`src/common/corePkg.sv`:
```
////////////////////
// fixed 32-bit encoding, 16 registers, r0 hardwired to zero
// opcodes 11..15 are not decoded and execute as no-ops
////////////////////
`default_nettype none

package corePkg;

  parameter int xlen = 32;           // data path width

  typedef logic [xlen-1:0] word_t;   // regs, bus data, addresses
  typedef logic [3:0]      regIdx_t;

  typedef enum logic [3:0] {
    OP_ADD   = 4'd0,
    OP_SUB   = 4'd1,
    OP_AND   = 4'd2,
    OP_XOR   = 4'd3,
    OP_ADDI  = 4'd4,
    OP_LOAD  = 4'd5,   // rd = mem[rs1 + imm]
    OP_STORE = 4'd6,   // mem[rs1 + imm] = rs2
    OP_BEQ   = 4'd7,   // pc-relative, in words
    OP_DIVU  = 4'd8,
    OP_REMU  = 4'd9,
    OP_HALT  = 4'd10
  } opcode_t;

  // msb first, matches the instruction word
  typedef struct packed {
    opcode_t     op;    // 31..28
    regIdx_t     rd;    // 27..24
    regIdx_t     rs1;   // 23..20
    regIdx_t     rs2;   // 19..16
    logic [15:0] imm;   // signed
  } instr_t;

  typedef enum logic [2:0] {
    S_IDLE, S_RUN, S_MEMWAIT, S_DIVWAIT, S_HALTED
  } ctrlState_t;

endpackage

`default_nettype wire
```
`src/common/memReqIf.sv`:
```
////////////////////
// one request in flight, valid held until the done pulse
////////////////////
`timescale 1ns/1ps
`default_nettype none

interface memReqIf;

  logic           valid;   // load or store sitting in execute
  logic           write;   // 1 = store
  corePkg::word_t addr;
  corePkg::word_t wdata;
  corePkg::word_t rdata;   // good only with done
  logic           done;    // one-cycle pulse
  logic           err;     // slave error, qualifies done

  // execute side issues
  modport exec (output valid, write, addr, wdata, input rdata, done, err);
  // bus unit side answers
  modport bus (input valid, write, addr, wdata, output rdata, done, err);

endinterface

`default_nettype wire

```
`src/source/coreTop.sv`:
```
////////////////////
// two-stage core, word-addressed imem loaded while idle
////////////////////
`timescale 1ns/1ps
`default_nettype none

module coreTop #(
  parameter int imemDepth = 64
) (
  input  logic           clk,
  input  logic           rstN,
  // program load
  input  logic           imemWe,
  input  corePkg::word_t imemAddr,
  input  corePkg::word_t imemWdata,
  input  logic           run,
  // status
  output logic           halted,
  output logic           busFault,
  // apb master
  output corePkg::word_t paddr,
  output logic           psel,
  output logic           penable,
  output logic           pwrite,
  output corePkg::word_t pwdata,
  input  corePkg::word_t prdata,
  input  logic           pready,
  input  logic           pslverr
);

  ////////////////////
  // stall and flush
  logic stallF, stallE, flushD, pcReset;

  // execute to controller
  logic memBusy, divStart, branchTaken, haltE, busErr;
  corePkg::instr_t instrD;
  corePkg::word_t  pcD, branchTarget;

  // divider hookup
  logic           divDone;
  corePkg::word_t dividend, divisor, quotient, remainder;

  memReqIf memIf();   // execute to apb

  hazardCtrl hzu (
    .clk, .rstN, .run,
    .memBusy, .divStart, .divDone, .branchTaken, .haltE, .busErr,
    .stallF, .stallE, .flushD, .pcReset, .halted, .busFault
  );  // global stall, flush and run control

  fetchUnit #(.imemDepth(imemDepth)) ifu (
    .clk, .rstN,
    .imemWe, .imemAddr, .imemWdata,
    .stallF, .flushD, .pcReset, .branchTaken, .branchTarget,
    .instrD, .pcD
  );  // imem, pc, decode register

  intExec ieu (
    .clk, .rstN, .instrD, .pcD, .stallE,
    .divDone, .quotient, .remainder,
    .branchTaken, .branchTarget, .memBusy, .divStart, .haltE,
    .dividend, .divisor,
    .memPort(memIf)
  );  // regfile, alu, branch, mem issue

  iterDivider div (
    .clk, .rstN, .divStart, .dividend, .divisor,
    .quotient, .remainder, .divDone
  );

  apbMaster ebu (
    .clk, .rstN,
    .paddr, .psel, .penable, .pwrite, .pwdata,
    .prdata, .pready, .pslverr,
    .busErr,
    .memBus(memIf)
  );  // external bus unit

endmodule

`default_nettype wire

```
`src/source/apbMaster.sv`:
```
////////////////////
// single outstanding transfer, no pprot or pstrb
////////////////////
`timescale 1ns/1ps
`default_nettype none

module apbMaster (
  input  logic           clk,
  input  logic           rstN,
  output corePkg::word_t paddr,
  output logic           psel,
  output logic           penable,
  output logic           pwrite,
  output corePkg::word_t pwdata,
  input  corePkg::word_t prdata,
  input  logic           pready,
  input  logic           pslverr,
  output logic           busErr,
  memReqIf.bus           memBus
);

  typedef enum logic [1:0] {PH_IDLE, PH_SETUP, PH_ACCESS} phase_t;

  phase_t phase;

  always_ff @(posedge clk) begin
    if (!rstN) begin
      phase <= PH_IDLE;
    end else begin
      case (phase)
        PH_IDLE:   if (memBus.valid) phase <= PH_SETUP;   // setup the cycle after issue
        PH_SETUP:  phase <= PH_ACCESS;
        PH_ACCESS: if (pready) phase <= PH_IDLE;          // wait states hold here
        default:   phase <= PH_IDLE;
      endcase
    end
  end

  // request captured at issue, stable through access
  always_ff @(posedge clk) begin
    if (phase == PH_IDLE && memBus.valid) begin
      paddr  <= memBus.addr;
      pwdata <= memBus.wdata;
      pwrite <= memBus.write;
    end
  end

  assign psel    = (phase != PH_IDLE);
  assign penable = (phase == PH_ACCESS);

  ////////////////////
  // completion back to execute
  assign memBus.done  = penable && pready;
  assign memBus.rdata = prdata;                    // same cycle as done
  assign memBus.err   = memBus.done && pslverr;
  assign busErr       = memBus.err;                // to controller

endmodule

`default_nettype wire

```
`src/execute/iterDivider.sv`:
```
////////////////////
// unsigned restoring divide, 1 load cycle + 32 steps
////////////////////
`timescale 1ns/1ps
`default_nettype none

module iterDivider (
  input  logic           clk,
  input  logic           rstN,
  input  logic           divStart,
  input  corePkg::word_t dividend,
  input  corePkg::word_t divisor,
  output corePkg::word_t quotient,
  output corePkg::word_t remainder,
  output logic           divDone
);

  localparam int w = corePkg::xlen;

  logic [5:0]     count;   // steps left, 0 = idle
  logic           load;
  corePkg::word_t divisorR, quo, rem;
  logic [w:0]     remShift, diff;

  // start ignored while stepping and in the done cycle
  assign load = (count == '0) && divStart && !divDone;

  // shift in next dividend bit, trial subtract
  assign remShift = {rem, quo[w-1]};
  assign diff     = remShift - {1'b0, divisorR};

  always_ff @(posedge clk) begin
    if (!rstN) begin
      count   <= '0;
      divDone <= 1'b0;
    end else begin
      divDone <= (count == 6'd1);   // pulse after last step
      if (count != '0) begin
        count <= count - 1'b1;
      end else if (load) begin
        count <= 6'(w);
      end
    end
  end

  // divisor 0 never borrows, so quo all ones and rem = dividend
  always_ff @(posedge clk) begin
    if (load) begin
      quo      <= dividend;
      rem      <= '0;
      divisorR <= divisor;
    end else if (count != '0) begin
      if (!diff[w]) begin
        rem <= diff[w-1:0];   // fits, keep difference
        quo <= {quo[w-2:0], 1'b1};
      end else begin
        rem <= remShift[w-1:0];   // restore
        quo <= {quo[w-2:0], 1'b0};
      end
    end
  end

  assign quotient  = quo;
  assign remainder = rem;

endmodule

`default_nettype wire

```
`src/execute/intExec.sv`:
```
////////////////////
// single execute stage, rd written at the end of the stage
////////////////////
`timescale 1ns/1ps
`default_nettype none

module intExec (
  input  logic            clk,
  input  logic            rstN,
  input  corePkg::instr_t instrD,
  input  corePkg::word_t  pcD,
  input  logic            stallE,
  input  logic            divDone,
  input  corePkg::word_t  quotient,
  input  corePkg::word_t  remainder,
  output logic            branchTaken,
  output corePkg::word_t  branchTarget,
  output logic            memBusy,
  output logic            divStart,
  output logic            haltE,
  output corePkg::word_t  dividend,
  output corePkg::word_t  divisor,
  memReqIf.exec           memPort
);

  corePkg::word_t regs [16];
  corePkg::word_t rs1Val, rs2Val, immExt, aluRes, wbData;
  logic isAlu, isLoad, isStore, isDiv, wbEn;

  ////////////////////
  // decode
  assign isAlu   = instrD.op inside {corePkg::OP_ADD, corePkg::OP_SUB, corePkg::OP_AND,
                                     corePkg::OP_XOR, corePkg::OP_ADDI};
  assign isLoad  = (instrD.op == corePkg::OP_LOAD);
  assign isStore = (instrD.op == corePkg::OP_STORE);
  assign isDiv   = instrD.op inside {corePkg::OP_DIVU, corePkg::OP_REMU};
  assign immExt  = {{16{instrD.imm[15]}}, instrD.imm};   // sign extend

  // r0 reads zero
  assign rs1Val = (instrD.rs1 == '0) ? '0 : regs[instrD.rs1];
  assign rs2Val = (instrD.rs2 == '0) ? '0 : regs[instrD.rs2];

  always_comb begin
    case (instrD.op)
      corePkg::OP_ADD:  aluRes = rs1Val + rs2Val;
      corePkg::OP_SUB:  aluRes = rs1Val - rs2Val;
      corePkg::OP_AND:  aluRes = rs1Val & rs2Val;
      corePkg::OP_XOR:  aluRes = rs1Val ^ rs2Val;
      corePkg::OP_ADDI: aluRes = rs1Val + immExt;
      default:          aluRes = '0;
    endcase
  end

  // branch, target in words from the branch pc
  assign branchTaken  = (instrD.op == corePkg::OP_BEQ) && (rs1Val == rs2Val) && !stallE;
  assign branchTarget = pcD + immExt;
  assign haltE        = (instrD.op == corePkg::OP_HALT) && !stallE;

  ////////////////////
  // memory request, held by the stall until done
  assign memPort.valid = isLoad || isStore;
  assign memPort.write = isStore;
  assign memPort.addr  = rs1Val + immExt;
  assign memPort.wdata = rs2Val;
  assign memBusy       = memPort.valid && !memPort.done;

  // divider operands stay put while stalled
  assign divStart = isDiv;
  assign dividend = rs1Val;
  assign divisor  = rs2Val;

  ////////////////////
  // writeback select
  always_comb begin
    wbEn   = 1'b0;
    wbData = aluRes;
    if (isAlu) begin
      wbEn = !stallE;
    end else if (isLoad) begin
      wbEn   = memPort.done && !memPort.err;   // faulting load writes nothing
      wbData = memPort.rdata;
    end else if (isDiv) begin
      wbEn   = divDone;
      wbData = (instrD.op == corePkg::OP_DIVU) ? quotient : remainder;
    end
  end

  always_ff @(posedge clk) begin
    if (!rstN) begin
      for (int i = 0; i < 16; i++) begin
        regs[i] <= '0;
      end
    end else if (wbEn && instrD.rd != '0) begin
      regs[instrD.rd] <= wbData;   // r0 never written
    end
  end

endmodule

`default_nettype wire

```
`src/source/fetchUnit.sv`:
```
////////////////////
// imemDepth a power of two, pc counts words and wraps
////////////////////
`timescale 1ns/1ps
`default_nettype none

module fetchUnit #(
  parameter int imemDepth = 64
) (
  input  logic            clk,
  input  logic            rstN,
  input  logic            imemWe,
  input  corePkg::word_t  imemAddr,
  input  corePkg::word_t  imemWdata,
  input  logic            stallF,
  input  logic            flushD,
  input  logic            pcReset,
  input  logic            branchTaken,
  input  corePkg::word_t  branchTarget,
  output corePkg::instr_t instrD,
  output corePkg::word_t  pcD
);

  localparam int addrW = (imemDepth > 1) ? $clog2(imemDepth) : 1;
  // unused opcode 15 decodes as nop
  localparam corePkg::instr_t nopInstr = corePkg::instr_t'(32'hF000_0000);

  corePkg::word_t imem [imemDepth];
  corePkg::word_t pcF;
  corePkg::word_t instrF;

  always_ff @(posedge clk) begin
    if (imemWe) begin
      imem[imemAddr[addrW-1:0]] <= imemWdata;   // load port, core idle
    end
  end

  assign instrF = imem[pcF[addrW-1:0]];   // async read

  always_ff @(posedge clk) begin
    if (!rstN || pcReset) begin
      pcF <= '0;
    end else if (branchTaken) begin
      pcF <= branchTarget;   // redirect beats stall
    end else if (!stallF) begin
      pcF <= pcF + 1'b1;
    end
  end

  // decode register, flush drops the fetched word
  always_ff @(posedge clk) begin
    if (!rstN || flushD) begin
      instrD <= nopInstr;
    end else if (!stallF) begin
      instrD <= corePkg::instr_t'(instrF);
    end
  end

  always_ff @(posedge clk) begin
    if (!stallF) begin
      pcD <= pcF;   // tag for branch target
    end
  end

endmodule

`default_nettype wire

```
`src/source/hazardCtrl.sv`:
```
////////////////////
// core frozen in idle and halted, run restarts from pc 0
////////////////////
`timescale 1ns/1ps
`default_nettype none

module hazardCtrl (
  input  logic clk,
  input  logic rstN,
  input  logic run,
  input  logic memBusy,
  input  logic divStart,
  input  logic divDone,
  input  logic branchTaken,
  input  logic haltE,
  input  logic busErr,
  output logic stallF,
  output logic stallE,
  output logic flushD,
  output logic pcReset,
  output logic halted,
  output logic busFault
);

  corePkg::ctrlState_t state, stateNext;
  logic frozen, start, inRun, memStall, divStall;

  assign frozen = (state == corePkg::S_IDLE) || (state == corePkg::S_HALTED);
  assign start  = frozen && run;   // run ignored elsewhere
  assign inRun  = (state == corePkg::S_RUN);

  // hold from issue until done
  assign memStall = (inRun || state == corePkg::S_MEMWAIT) && memBusy;
  // divider needs 33 cycles, release in the done cycle
  assign divStall = (inRun && divStart) || (state == corePkg::S_DIVWAIT && !divDone);

  assign stallE  = frozen || memStall || divStall;
  assign stallF  = stallE || (inRun && haltE);   // stop fetching behind halt
  assign flushD  = start || busErr || (inRun && (branchTaken || haltE));
  assign pcReset = start;
  assign halted  = (state == corePkg::S_HALTED);

  ////////////////////
  // next state
  always_comb begin
    stateNext = state;
    case (state)
      corePkg::S_IDLE, corePkg::S_HALTED: begin
        if (run) stateNext = corePkg::S_RUN;
      end
      corePkg::S_RUN: begin
        if (haltE)         stateNext = corePkg::S_HALTED;
        else if (memBusy)  stateNext = corePkg::S_MEMWAIT;
        else if (divStart) stateNext = corePkg::S_DIVWAIT;
      end
      corePkg::S_MEMWAIT: begin
        if (busErr)        stateNext = corePkg::S_HALTED;  // fault stops the core
        else if (!memBusy) stateNext = corePkg::S_RUN;
      end
      corePkg::S_DIVWAIT: begin
        if (divDone) stateNext = corePkg::S_RUN;
      end
      default: stateNext = corePkg::S_IDLE;
    endcase
  end

  always_ff @(posedge clk) begin
    if (!rstN) begin
      state    <= corePkg::S_IDLE;
      busFault <= 1'b0;
    end else begin
      state <= stateNext;
      if (busErr) begin
        busFault <= 1'b1;   // sticky
      end else if (start) begin
        busFault <= 1'b0;   // cleared by next run
      end
    end
  end

endmodule

`default_nettype wire

```
`config.mk`:
```
export PLATFORM = sky130hd
export DESIGN_NAME = coreTop
export DESIGN_NICKNAME = d
export VERILOG_FILES = /design/src/common/corePkg.sv /design/src/common/memReqIf.sv /design/src/source/coreTop.sv /design/src/source/apbMaster.sv /design/src/execute/iterDivider.sv /design/src/execute/intExec.sv /design/src/source/fetchUnit.sv /design/src/source/hazardCtrl.sv
export SDC_FILE = /design/constraint.sdc
export NUM_CORES = 2
export LEC_CHECK = 0
export BUFFER_PORTS_ARGS = -buffer_cell sky130_fd_sc_hd__buf_2
export CAP_MARGIN = 0
export CORE_ASPECT_RATIO = 2
export CORE_MARGIN = 3
export CORE_UTILIZATION = 45
export CTS_CLUSTER_DIAMETER = 200
export DETAILED_ROUTE_END_ITERATION = 7
export GPL_TIMING_DRIVEN = 1
export SYNTH_ARGS = -nofsm -noshare
export SYNTH_HDL_FRONTEND = slang
export SYNTH_SLANG_ARGS = --single-unit
```
`constraint.sdc`:
```
create_clock -name clk -period 7.3 [get_ports clk]
set_input_delay 1.095 -clock clk [delete_from_list [all_inputs] [get_ports clk]]
set_output_delay 1.095 -clock clk [all_outputs]
set_load 0.01 [all_outputs]
```
==> Word level (Yosys, flattened, before mapping) <==
Memories as Yosys holds them, arrays and structs flattened. A register that Yosys moved wholly into a read port is not among the register bits.
Cells that the tools add are included.
{ "classes": {"add_sub_neg": 7, "eq_ne": 25, "mux": 40, "bitwise": 2, "reduce_logical": 52} }
{ "ops": {"columns": ["cell", "n"], "rows": [
  ["$mux 32", 12],
  ["$pmux 32 s5", 1],
  ["$add 32x32->32", 3],
  ["$sub 33x32->33", 1],
  ["$add 32x1->32 const B", 1],
  ["$and 32x32->32", 1],
  ["$eq 32x32->1", 1],
  ["$reduce_or 32->1", 1],
  ["$sub 32x32->32", 1],
  ["$xor 32x32->32", 1],
  ["$mux 3", 7],
  ["$logic_and 1x1->1", 17],
  ["$eq 4x3->1 const B", 4],
  ["$mux 1", 13],
  ["$eq 4x4->1 const B", 3],
  ["$logic_not 4->1", 3],
  ["$logic_or 1x1->1", 12],
  ["$mux 6", 2],
  ["$pmux 3 s4", 1],
  ["$eq 4x2->1 const B", 2],
  ["$reduce_bool 2->1", 4],
  ["$eq 3x2->1 const B", 2],
  ["$eq 6x1->1 const B", 1],
  ["$logic_not 1->1", 6],
  ["other kinds (22)", 26]
]} }
{ "totals": {"register_bits": 238, "mem_bits_rw": 2560, "input_bits": 102, "wordCells": 141, "memories": 2} }
{ "mem_list": {"columns": ["name", "words", "word_bits", "rd", "rd_clocked_by_memory_dff", "write_ports", "line_no", "rtl"], "rows": [
  ["ifu.imem", 64, 32, 1, 1, 1, "fetchUnit.sv:28", "corePkg::word_t imem [imemDepth];"],
  ["ieu.regs", 16, 32, 2, 0, 16, "intExec.sv:26", "corePkg::word_t regs [16];"]
]} }

==> Depth between registers and ports, before layout <==
{ "logic_depth": {"word_depth": 15, "mapped_depth": 24} }

==> Hierarchy <==
From an unflattened synthesis, not the netlist that was laid out.
{ "hier_totals": {"cells_unflattened": 7626, "hier_area_um2": 126173.5} }
{ "modules_own_cells": {"columns": ["mod", "instances", "cells_per_inst", "area_each_um2"], "rows": [
  ["fetchUnit", 1, 3808, 82459.1],
  ["intExec", 1, 3041, 34994.8],
  ["iterDivider", 1, 624, 6057.1],
  ["apbMaster", 1, 109, 2312.2],
  ["hazardCtrl", 1, 44, 350.3]
]} }

==> Worst setup path after synthesis <==
OpenSTA, ideal clock, no wires.
{ "synth_timing": {"path_type": "reg2reg", "from": "reg, netlist name ifu.instrD[20]", "to": "mem ieu.regs[10][18] (netlist bit) (data pin)", "setup_time_ps": 266, "arrival_ps": 6188, "path_slack_ps": 846, "stages_incl_launch_ff": 22, "path_buffers": 6, "period_less_slack_ps": 6454, "cell_sequence": "dfxtp_1 buf_2 buf_1 buf_1 buf_1 mux4_2 mux4_2 nor2b_1 ha_1 clkbuf_1 nor2_1 a221oi_1 o21ai_0 a31o_2 a21oi_1 o21ai_0 a31o_2 a22oi_1 a21oi_1 a211oi_1 clkbuf_1 nor2_1"} }
{ "synth_rtl": {"columns": ["item", "line_no"], "rows": [
  ["end: declaration", "intExec.sv:26"]
]} }

==> flow_summary.json <==
{
  "tightest_slew_ps": 1390,
  "drt-total-wl_mm": 378,
  "synth.area.top_cells": "edfxtp_1, mux4_2, nor2_1",
  "io_buffers": 144,
  "first_pass_iters": 5,
  "synth_top_area_share_pct": 67.1,
  "num_io_pins": 171,
  "antenna_found_initial": 49,
  "layout_setup_ws_ps": 4.01,
  "async_flop_share_pct": 0,
  "powerDensity_nw_per_um2": 409,
  "use_met2_pct": 51.4,
  "synth_edf_count": 2694,
  "fillers": 21602,
  "wl_per_cell_um": 35.1,
  "cp.buffers_inverters": 3,
  "drv_slew": 0,
  "clock_latency_ps": 890,
  "crit_slowest_cell": "a2111oi_1",
  "startpoint_type": "flop",
  "die_w_um": 372,
  "antenna_left": 0,
  "clk_path_buf_depth": 4,
  "switching_power_mw": 21.1,
  "maxCapViolCount": 0,
  "place_ws_ps": 466,
  "nNetsFinal": 7255,
  "regArea_um2": 82600,
  "worstPathCellList": "buf_12, mux4_2, mux4_2, nor2b_1, ha_1, inv_1, a21oi_1, a21boi_0, a2111oi_1, o21ai_0, a21oi_1, o31a_1, xnor2_1, o221ai_1, nor2_1, buf_12, nor2_1",
  "globalRouteMet3Util_pct": 4.90,
  "p_sw_share_pct": 38.1,
  "synth_area_um2": 121000,
  "rows": 268,
  "drtIter0Drc": 6065,
  "synthCells": 6691,
  "hold_ws_ps": 477,
  "cp-end-kind": "flop",
  "finalInstanceArea_um2": 136000,
  "root_buffer": "clkbuf_16",
  "crit_family": "compound AO/OA/AOI/OAI gates",
  "rsz0062_at_grt": "false",
  "cts_tree": "yes",
  "placed_area_um2": 128000,
  "hold_path_class": "reg -> reg",
  "grt_overflow": 0,
  "busiest_layer": "met2",
  "cp_max_fo": 43,
  "crit_arrival_ps": 7870,
  "start_util_pct": 45.2,
  "multi_input_area_um2": 36800,
  "drt_drc_violations_left": 0,
  "cts_buffers": 239,
  "yosysMostFrequentCell": "edfxtp_1",
  "cts_hold_buffers": 0,
  "fin_crit_ps": 7300,
  "vias": 66748,
  "p_clk_share_pct": 23.0,
  "ys_seq_area_share_pct": 68.5,
  "setup_violations": 0,
  "synth_flop_cell": "edfxtp_1",
  "share_seq_of_total_power_pct": 34.5,
  "cts_resized": 0,
  "status": "completed",
  "grt_pass1_vias": 70201,
  "die_y_um": 738,
  "synth_warnings": 0,
  "period_share_pct": 99.9,
  "cts_setup_buffers": 0,
  "cp_slowest_stage_delay_ps": 1060,
  "syn_to_final_growth_pct": 12.4,
  "worstSetupPathType": "reg -> reg",
  "fmax_mhz": 137,
  "power_frac_comb_pct": 42.5,
  "layout-drive-gt1-share_pct": 27.8,
  "path_clk_slew_ps": 70,
  "slew_headroom_pct": 7.11,
  "finClkSkew_ps": 62.5,
  "place.gp.congestion": 1.02,
  "syn-mean-instance-area_um2": 18.0,
  "grt_pass1_wl_mm": 530,
  "yosys-top-cells-count": "edfxtp_1, mux4_2, nor2_1, clkbuf_1, nand2_1",
  "grt_usage_pct": 27.8,
  "routed_via_density": 6.20,
  "power.internal_mw": 34.3,
  "ctsHtreeMaxLevel": 4,
  "hpwl_mm": 250,
  "crit_required_ps": 7870,
  "core_um2": 267000,
  "totalNegativeSetupSlack_ps": 0,
  "cts_sinks": 2777,
  "globalRouteMet1Util_pct": 27.7,
  "ys_types": 92,
  "synth_top_cell_by_area": "edfxtp_1",
  "hold_violations": 0,
  "ir_drop_uv": 376,
  "leakagePower_nw": 43.3,
  "grt_max_degree": 134,
  "dieArea_um2": 275000,
  "yosys_register_bits": 2777
}
[cells by family (layout without fill, tap and decap cells)]
| logic type | count (synthesis) | count (layout) | synth area share [%] |
|---|---|---|---|
| AO/OA/AOI/OAI | 711 | 711 | 3.99 |
| adder cells (fa/ha/maj) | 141 | 141 | 1.46 |
| other | 1 | 65 | 0.00311 |
| XOR/XNOR | 79 | 79 | 0.580 |
| multiplexers | 1097 | 1097 | 19.0 |
| flip-flops | 2777 | 2777 | 68.5 |
| AND/OR/NAND/NOR | 1327 | 1327 | 4.70 |
| buffers and inverters | 558 | 1054 | 1.77 |
[power by group through the flow]
| stage | logic, mW | registers, mW | clock network, mW |
|---|---|---|---|
| after CTS | 23.2 | 19.1 | 13.0 |
| after global placement | 23.0 | 19.4 | 0 |
| after global routing | 24.8 | 19.2 | 13.5 |
| final | 23.5 | 19.1 | 12.7 |
| after detailed placement | 23.1 | 19.5 | 0 |
| after floorplan | 13.9 | 18.9 | 0 |
[cell type report]
type / instances / area share (%)
Clock inverter: 146 / 1.02
Sequential cell: 2777 / 60.9
Multi-Input combinational cell: 3386 / 27.1
Timing Repair Buffer: 487 / 2.64
Inverter: 127 / 0.352
Antenna cell: 34 / 0.0628
Tap cell: 3510 / 3.24
Clock buffer: 294 / 4.63
[per-stage QoR]
step | std cells | utilization (%) | power (mW)
after floorplan | 6721 | - | 32.8
after global placement | 10287 | 47.9 | 42.4
after detailed placement | 10287 | 47.9 | 42.6
after CTS | 10727 | 50.8 | 55.3
after global routing | 10750 | 50.8 | 57.5
final | 10761 | 50.8 | 55.4
[worst register-to-register path: cells and delay by family (launching register included)]
kind                       cells  cell delay (ps)
DFF                            1              620
muxes                          2             1140
AOI/OAI and AO/OA              7             3080
buffers and inverters          3              780
adders and majority gates      1              510
and+or+nand+nor                3              760
xor gates and xnor gates       1              130
[per-layer routing]
metal | vias up | share of wire (%)
met5 | - | 0.034
met4 | 20 | 8.3
met3 | 1069 | 5.6
met2 | 2623 | 55
met1 | 35289 | 31
li1 | 27747 | -
[registers in the layout, summed over array words and instances, names as in the netlist]
| signal | cells |
|---|---|
| div.count | 6 |
| div.divDone | 1 |
| div.divisorR | 32 |
| div.quotient | 32 |
| div.remainder | 32 |
| ebu.paddr | 32 |
| ebu.phase | 2 |
| ebu.pwdata | 32 |
| ebu.pwrite | 1 |
| hzu.busFault | 1 |
| hzu.state | 3 |
| ieu.regs | 511 |
| ifu.imem | 2048 |
| ifu.instrD | 32 |
| ifu.pcD | 6 |
| ifu.pcF | 6 |
[placed cells by master (no fill, tap or decap), drive strengths merged, types with 11 or more instances in the layout]
master,count
a211oi,52
a21o,44
a21oi,195
a221o,18
a221oi,23
a222oi,12
a22oi,11
a31oi,18
and2,12
and3,30
buf,487
bufinv,24
clkbuf,294
clkinv,100
clkinvlp,14
conb,31
dfxtp,83
diode,34
edfxtp,2694
ha,133
inv,135
mux2,49
mux2i,98
mux4,950
nand2,266
nand2b,25
nand3,60
nand4,15
nor2,764
nor2b,57
nor3,35
nor4,17
o211ai,41
o21a,20
o21ai,141
o21bai,32
o31ai,11
xnor2,51
xor2,28
[path summary, 6_finish.rpt]
path | start | end | slack (ps) | cells past startpoint
setup / recovery | ifu.instrD[20]$_SDFFE_PP0N_ | ieu.regs[4][30]$_SDFFCE_PN0P_ | 4 | 17
hold / removal | hzu.busFault$_SDFFE_PN0P_ | hzu.busFault$_SDFFE_PN0P_ | 480 | 2
setup reg to reg | ifu.instrD[20]$_SDFFE_PP0N_ | ieu.regs[4][30]$_SDFFCE_PN0P_ | 4 | 17
hold reg to reg | hzu.busFault$_SDFFE_PN0P_ | hzu.busFault$_SDFFE_PN0P_ | 480 | 2
(Power assumes the default switching activity.)
